`src/source/smt_mem_pkg.sv`:
```
// Shared definitions for the SMT memory-side arbitration and WFI halt logic
// Thread and retire sizing, memory request format, grant and retire types
// Every RTL module and the testbench pull this in by wildcard import
package smt_mem_pkg;

    // ------------------------------
    // Core sizing
    // ------------------------------
    localparam int THREAD_NUM       = 2;    // Hardware threads
    localparam int THREAD_IDX_WIDTH = (THREAD_NUM > 1) ? $clog2(THREAD_NUM) : 1;
    localparam int RT_NUM           = 2;    // Retire slots per thread per cycle
    localparam int XLEN             = 32;   // Address width
    localparam int MEM_DATA_WIDTH   = 64;   // Store data width

    // Requesters sharing the single memory port
    localparam int MEM_PORT_NUM     = 2;
    localparam int MEM_PORT_DATA    = 0;    // LSQ side after thread arbitration
    localparam int MEM_PORT_FETCH   = 1;    // Instruction fetch

    // ------------------------------
    // Memory request
    // ------------------------------

    // NONE marks an idle requester
    typedef enum logic [1:0] {
        MEM_NONE  = 2'b00,
        MEM_LOAD  = 2'b01,
        MEM_STORE = 2'b10
    } mem_cmd_e;

    // Access size in bytes, 1/2/4/8
    typedef enum logic [1:0] {
        MEM_BYTE   = 2'b00,
        MEM_HALF   = 2'b01,
        MEM_WORD   = 2'b10,
        MEM_DOUBLE = 2'b11
    } mem_size_e;

    // 100 bits total
    typedef struct packed {
        mem_cmd_e                   cmd;    // Command
        mem_size_e                  size;   // Access size
        logic [XLEN-1:0]            addr;   // Byte address
        logic [MEM_DATA_WIDTH-1:0]  data;   // Store data, ignored on loads
    } mem_req_t;

    // One bit per thread for grants and dispatch enables
    typedef logic [THREAD_NUM-1:0] thread_mask_t;

    // ------------------------------
    // Retire group
    // ------------------------------

    // Per-slot flags of one thread's retire group
    typedef struct packed {
        logic [RT_NUM-1:0]  valid;  // Slot retires this cycle
        logic [RT_NUM-1:0]  wfi;    // Slot holds a WFI
    } retire_t;

    // Request is live when the command is not NONE
    function automatic logic mem_req_valid(input mem_req_t req);
        return (req.cmd != MEM_NONE);
    endfunction

endpackage

```
`src/source/mem_req_arbiter.sv`:
```
// Round-robin arbiter for memory requests
// Forwards the winning request combinationally and grants it only when the
// downstream side accepts in the same cycle. Priority pointer moves past
// the winner at each accepted grant. Used once per arbitration level.
module mem_req_arbiter
    import smt_mem_pkg::*;
#(
    parameter int REQ_NUM = 2
) (
    input   logic                       clk_i,      // Clock
    input   logic                       reset_i,    // Sync reset, active high
    input   mem_req_t   [REQ_NUM-1:0]   req_i,      // Requests, held until granted
    input   logic                       accept_i,   // Downstream takes req_o now
    output  mem_req_t                   req_o,      // Forwarded winner
    output  logic       [REQ_NUM-1:0]   grant_o     // Single-cycle grant level
);

    localparam int PTR_WIDTH = (REQ_NUM > 1) ? $clog2(REQ_NUM) : 1;

    logic   [REQ_NUM-1:0]       req_valid;      // Live requests
    logic   [PTR_WIDTH-1:0]     rr_ptr;         // Highest priority index
    logic   [PTR_WIDTH-1:0]     ptr_next;       // Slot after the winner
    logic   [PTR_WIDTH-1:0]     winner;         // Selected requester
    logic                       found;          // Any request live

    // ------------------------------
    // Winner selection
    // ------------------------------
    always_comb begin
        for (int i = 0; i < REQ_NUM; i++) begin
            req_valid[i] = mem_req_valid(req_i[i]);
        end
    end

    // Cyclic search starting at the pointer
    always_comb begin : pick_winner
        int idx;
        found  = 1'b0;
        winner = '0;
        for (int off = 0; off < REQ_NUM; off++) begin
            idx = int'(rr_ptr) + off;
            if (idx >= REQ_NUM) begin
                idx = idx - REQ_NUM;        // Wrap around
            end
            if (!found && req_valid[idx]) begin
                found  = 1'b1;
                winner = PTR_WIDTH'(idx);
            end
        end
    end

    // ------------------------------
    // Outputs
    // ------------------------------

    // Winner shown even under back-pressure
    always_comb begin
        req_o     = '0;
        req_o.cmd = MEM_NONE;               // Idle when nobody asks
        if (found) begin
            req_o = req_i[winner];
        end
    end

    // Grant only when downstream accepts
    always_comb begin
        grant_o = '0;
        if (found && accept_i) begin
            grant_o[winner] = 1'b1;
        end
    end

    // ------------------------------
    // Priority pointer
    // ------------------------------
    assign ptr_next = (winner == PTR_WIDTH'(REQ_NUM - 1)) ? '0 : winner + 1'b1;

    always_ff @(posedge clk_i) begin
        if (reset_i) begin
            rr_ptr <= '0;
        end else if (found && accept_i) begin
            rr_ptr <= ptr_next;             // Winner drops to lowest priority
        end                                 // Holds under back-pressure
    end

    // ------------------------------
    // Checks
    // ------------------------------

    // At most one requester consumed per cycle
    a_grant_onehot: assert property (@(posedge clk_i) disable iff (reset_i)
        $onehot0(grant_o))
        else $error("mem_req_arbiter: more than one grant");

    // Never grant an idle requester
    a_grant_valid: assert property (@(posedge clk_i) disable iff (reset_i)
        ((grant_o & ~req_valid) == '0))
        else $error("mem_req_arbiter: grant without request");

    // Back-pressure blocks all grants
    a_grant_accept: assert property (@(posedge clk_i) disable iff (reset_i)
        !accept_i |-> (grant_o == '0))
        else $error("mem_req_arbiter: grant while not accepted");

endmodule

```
`src/source/wfi_halt_ctrl.sv`:
```
// Per-thread halt control for wait-for-interrupt
// A retiring WFI drops that thread's dispatch enable in the same cycle.
// A sticky flag keeps it low until an exception or reset clears it.
module wfi_halt_ctrl
    import smt_mem_pkg::*;
(
    input   logic                           clk_i,          // Clock
    input   logic                           reset_i,        // Sync reset, active high
    input   logic                           exception_i,    // Wakes all threads
    input   retire_t    [THREAD_NUM-1:0]    retire_i,       // Retire groups per thread
    output  thread_mask_t                   dispatch_en_o   // Dispatch allowed
);

    thread_mask_t   wfi_retire;     // WFI retiring this cycle
    thread_mask_t   wfi_flag;       // Thread sits halted

    // ------------------------------
    // Retire event
    // ------------------------------

    // Any slot both valid and WFI
    always_comb begin
        for (int t = 0; t < THREAD_NUM; t++) begin
            wfi_retire[t] = |(retire_i[t].valid & retire_i[t].wfi);
        end
    end

    // ------------------------------
    // Sticky halt flag
    // ------------------------------
    always_ff @(posedge clk_i) begin
        if (reset_i || exception_i) begin
            wfi_flag <= '0;                     // Exception wins over a new WFI
        end else begin
            wfi_flag <= wfi_flag | wfi_retire;  // Set and hold
        end
    end

    // Drops in the retire cycle already
    assign dispatch_en_o = ~(wfi_retire | wfi_flag);

    // ------------------------------
    // Checks
    // ------------------------------

    // Halt is sticky: a low enable stays low next cycle unless an exception
    // arrives, so a thread with the flag set never dispatches
    a_halt_sticky: assert property (@(posedge clk_i) disable iff (reset_i)
        !exception_i |=> ((dispatch_en_o & ~$past(dispatch_en_o)) == '0))
        else $error("wfi_halt_ctrl: halted thread re-enabled without exception");

endmodule

```
`src/source/smt_mem_top.sv`:
```
// Memory-side plumbing and halt control of a two-thread SMT pipeline
// Thread arbiter picks one LSQ request, the port arbiter then shares the
// single memory port between that winner and instruction fetch.
// Fully combinational from requests to proc2mem_o and grants.
module smt_mem_top
    import smt_mem_pkg::*;
(
    input   logic                           clk_i,          // Clock
    input   logic                           reset_i,        // Sync reset, active high

    // Requesters
    input   mem_req_t   [THREAD_NUM-1:0]    lsq_req_i,      // One per thread LSQ
    input   mem_req_t                       fetch_req_i,    // Instruction fetch
    output  thread_mask_t                   lsq_grant_o,    // LSQ request consumed
    output  logic                           fetch_grant_o,  // Fetch request consumed

    // Memory
    output  mem_req_t                       proc2mem_o,     // Towards memory
    input   logic                           mem_ready_i,    // Memory takes proc2mem_o

    // Halt control
    input   retire_t    [THREAD_NUM-1:0]    retire_i,       // Retire groups
    input   logic                           exception_i,    // Releases WFI halt
    output  thread_mask_t                   dispatch_en_o   // Per-thread dispatch
);

    // ------------------------------
    // Wires
    // ------------------------------
    mem_req_t                           data_req;       // Thread arbiter winner
    logic                               data_accept;    // Port granted data side
    mem_req_t   [MEM_PORT_NUM-1:0]      port_req;       // Port arbiter inputs
    logic       [MEM_PORT_NUM-1:0]      port_grant;     // Port arbiter grants

    assign port_req[MEM_PORT_DATA]  = data_req;
    assign port_req[MEM_PORT_FETCH] = fetch_req_i;

    assign data_accept   = port_grant[MEM_PORT_DATA];
    assign fetch_grant_o = port_grant[MEM_PORT_FETCH];

    // ------------------------------
    // Thread level arbitration
    // ------------------------------
    mem_req_arbiter #(
        .REQ_NUM    (THREAD_NUM)
    ) u_thread_arb (
        .clk_i      (clk_i          ),
        .reset_i    (reset_i        ),
        .req_i      (lsq_req_i      ),
        .accept_i   (data_accept    ),  // Only consumed when the port is won
        .req_o      (data_req       ),
        .grant_o    (lsq_grant_o    )
    );

    // ------------------------------
    // Memory port arbitration
    // ------------------------------
    mem_req_arbiter #(
        .REQ_NUM    (MEM_PORT_NUM)
    ) u_mem_port_arb (
        .clk_i      (clk_i          ),
        .reset_i    (reset_i        ),
        .req_i      (port_req       ),
        .accept_i   (mem_ready_i    ),
        .req_o      (proc2mem_o     ),
        .grant_o    (port_grant     )
    );

    // ------------------------------
    // WFI halt
    // ------------------------------
    wfi_halt_ctrl u_halt (
        .clk_i          (clk_i          ),
        .reset_i        (reset_i        ),
        .exception_i    (exception_i    ),
        .retire_i       (retire_i       ),
        .dispatch_en_o  (dispatch_en_o  )
    );

endmodule

```
`config.mk`:
```
export PLATFORM = sky130hd
export DESIGN_NAME = smt_mem_top
export DESIGN_NICKNAME = d
export VERILOG_FILES = /design/src/source/smt_mem_pkg.sv /design/src/source/mem_req_arbiter.sv /design/src/source/wfi_halt_ctrl.sv /design/src/source/smt_mem_top.sv
export SDC_FILE = /design/constraint.sdc
export NUM_CORES = 1
export LEC_CHECK = 0
export BUFFER_PORTS_ARGS = -buffer_cell sky130_fd_sc_hd__buf_2
export CAP_MARGIN = 20
export CORE_AREA = 2 2 160 162
export CTS_CLUSTER_SIZE = 40
export DETAILED_ROUTE_END_ITERATION = 12
export DIE_AREA = 0 0 162 164
export PLACE_DENSITY = 0.48
export SLEW_MARGIN = 20
export SYNTH_ARGS = -nofsm -noshare
export SYNTH_HDL_FRONTEND = slang
export SYNTH_SLANG_ARGS = --single-unit
```
`constraint.sdc`:
```
create_clock -name clk_i -period 1.9 [get_ports clk_i]
set_input_delay 0.38 -clock clk_i [delete_from_list [all_inputs] [get_ports clk_i]]
set_output_delay 0.38 -clock clk_i [all_outputs]
set_load 0.1 [all_outputs]
```
==> impl_metrics.toml <==
[placed_design]
io_buffers = 416
place.gp.congestion = 0.868
place_ws_ns = -0.307
place_inst = 1244
hpwl_um = 17900

[finish]
finalNonFillerCells = 1252
nFillCells = 2615
n_antenna_cell = 0
area_delta_synth_final_pct = 148
multi_input_area_sq_mm = 0.00338
fin_nets = 1236
regArea_sq_um = 81.3
layout-drive-gt1-share_pct = 66.3

[synth]
synth_top_family_by_area = "compound AO/OA/AOI/OAI gates"
ys_seq_area_share_pct = 2.35
synthFlopType = "dfxtp_1"
synth.mux.area_fraction_pct = 34.6
synthAdderAreaFrac_pct = 0
yosysWarnings = 0
yosysUniqueCellTypes = 29
netlist_instances = 506
synthesis.area_sq_mm = 0.00341
async_flop_share_pct = 0
ys_ff_latch = 4
synth_edf_count = 0
synth.net_count = 818
synth_simple_gate_area_share_pct = 3.12
synth.avg_cell_area_sq_um = 6.74
synth_compound_area_share_pct = 50.2
synthXorXnorAreaFrac_pct = 0

[clock_tree]
cts_sinks = 4
cts_made_buffers = 3
cts.reportedPaths.clkPinSlew_ns = 0.03
cts.path.max_buffers = 2
root_buffer = "clkbuf_16"
insertion_delay_ns = 0.22
cts_max_level = 1
cts_tree = "built"
cts_hold_buf = 0

[worst_setup_path]
cp_common_cell = "buf_12"
slowest_stage = "nor4_4"
arrival_ns = 1.81
path_max_fanout = 7
crit_type = "in2out"
r2r-start = "u_mem_port_arb.rr_ptr$_SDFFE_PP0P_"
cpPeakStageDelay_ns = 0.33
cp_cell_sequence = "buf_8, nor4_4, o22ai_4, buf_12, clkbuf_16, mux2_4, buf_12"
startpoint = "lsq_req_i[198]"
worstPathRequired_ns = 1.52
r2r_cells = 5
end_kind = "output pin"
critPathLaunchType = "input pin"

[power_and_ir_drop]
p_leak_uw = 0.00399
p_per_area_mw_per_mm2 = 732
ir_drop_mv = 0.346

[floorplanning]
ios = 417
core_area_sq_mm = 0.0248
start_util_pct = 13.7
die_h_um = 164
dieArea_sq_mm = 0.0266
die_width_um = 162
rows = 58

[sta]
hold_violations = 0
slew_violations = 0
fin_crit_sh_pct = 115
timing.final.ws_setup_ns = -0.293
worst_slew_pin_slew_ns = 0.430
rsz0062_at_grt = "true"
finalSetupViolCount = 98
fmax_mhz = 456
finalClockSkew_ns = 0.0000684
hold_ws_ns = 0.337
min_period_ns = 2.19
relSlewSlack_pct = 71.1

[drt]
first_pass_iters = 5
via_per_inst = 4.62
wl_per_cell_um = 17.5
wirelength_um = 21900
drtIter0Drc = 367
final_antenna_net_count = 0
via_count = 5787
drc = 0

[global_routing]
first_global_vias = 5661
grt_pass1_wl_um = 31400
antenna_found_initial = 0
grt_usage_pct = 14.6
grt_max_degree = 55
overflow = 0

[outcome]
violations = "negative setup slack"
status = "finished with violations"

[hold_path]
hold_path_class = "in2reg"
hold_depth = 2
min_from = "exception_i"

[job]
drv_cap = 0
[logic make-up (layout without fill, tap and decap cells)]
| family | count (synthesis) | in the layout |
|---|---|---|
| buf+inv | 76 | 492 |
| mux | 98 | 98 |
| compound gates | 310 | 310 |
| flops | 4 | 4 |
| simple gates | 18 | 18 |
[critical path: cells and delay by family]
kind / cells / cell delay, ns
multiplexers: 1 / 0.32
AND/OR/NAND/NOR: 1 / 0.33
buffers and inverters: 4 / 0.61
AO/OA/AOI/OAI: 1 / 0.16
[synth_stat cells, drive strengths merged, types with 2 or more instances]
| cell type | instances | area, sq um |
|---|---|---|
| o21ai | 199 | 996 |
| a21oi | 2 | 10.0 |
| buf | 19 | 119 |
| clkbuf | 57 | 214 |
| o22ai | 99 | 626 |
| nand2 | 3 | 11.3 |
| dfxtp | 4 | 80.1 |
| a221oi | 2 | 17.5 |
| nor2 | 5 | 18.8 |
| mux2 | 98 | 1180 |
| nand2b | 2 | 12.5 |
| nor3 | 4 | 20.0 |
| o21a | 2 | 15.0 |
[power by group]
part / switching [uW] / internal, uW / leakage (uW) / total (uW)
Sequential: 7.63 / 91.2 / 0.0000334 / 98.8
Combinational: 3480 / 2290 / 0.00392 / 5760
Clock: 59.1 / 269 / 0.0000370 / 328
[state kept, by name (all words and copies together), names as in the netlist]
register,cells
u_halt.wfi_flag,2
u_thread_arb.rr_ptr,1
u_mem_port_arb.rr_ptr,1
[final timing paths]
check | to | slack, ns
worst min-delay path | u_halt.wfi_flag[0]$_SDFF_PP0_ | 0.34
worst min register to register | u_halt.wfi_flag[1]$_SDFF_PP0_ | 0.58
worst max register to register | u_thread_arb.rr_ptr$_SDFFE_PP0P_ | 0.72
worst max-delay path | proc2mem_o[7] | -0.29
[final cells by class]
cell class,instances,share of cell area (%)
repair buffers,489,53.3
clock buffers,3,0.887
well taps,330,4.88
multi-input cells,426,39.9
flip-flops and latches,4,0.961
[stage by stage]
step                utilization (%)  TNS [ns]  cell area, sq um  total power, uW
floorplan                         -    -18.72              3810             3650
global placement               33.0    -25.58              8190             5780
detailed placement             33.0    -26.21              8190             5800
CTS                            33.7    -21.83              8350             6160
global route                   34.1    -31.50              8460             6400
finish                         34.1    -25.45              8460             6190
[layer usage]
| metal | part of all wire [%] | GRT usage [%] |
|---|---|---|
| met4 | 2.0 | 2.33 |
| met5 | 0 | 0 |
| met1 | 38 | 18.1 |
| met3 | 7.6 | 2.35 |
| met2 | 52 | 26.9 |
[layout by cell type, fill, tap and decap left out, drive strengths merged, types with 2 or more instances in the layout]
| cell | Yosys | routed |
|---|---|---|
| buf | 19 | 487 |
| o21ai | 199 | 199 |
| o22ai | 99 | 99 |
| mux2 | 98 | 98 |
| clkbuf | 57 | 5 |
| nor2 | 5 | 5 |
| dfxtp | 4 | 4 |
| nor3 | 4 | 4 |
| nand2 | 3 | 3 |
| a221oi | 2 | 2 |
| o21a | 2 | 2 |
| nand2b | 2 | 2 |
| a21oi | 2 | 2 |
[what timing repair did]
item / 4_1_cts / 5_1_grt
setup endpoints to repair: 101 / 103
buffers inserted: 2 / 2
gates cloned: 0 / 3
gates resized for setup: 21 / 11
pin swaps: 4 / 2
No activity file was read; power rests on OpenSTA's default activity.
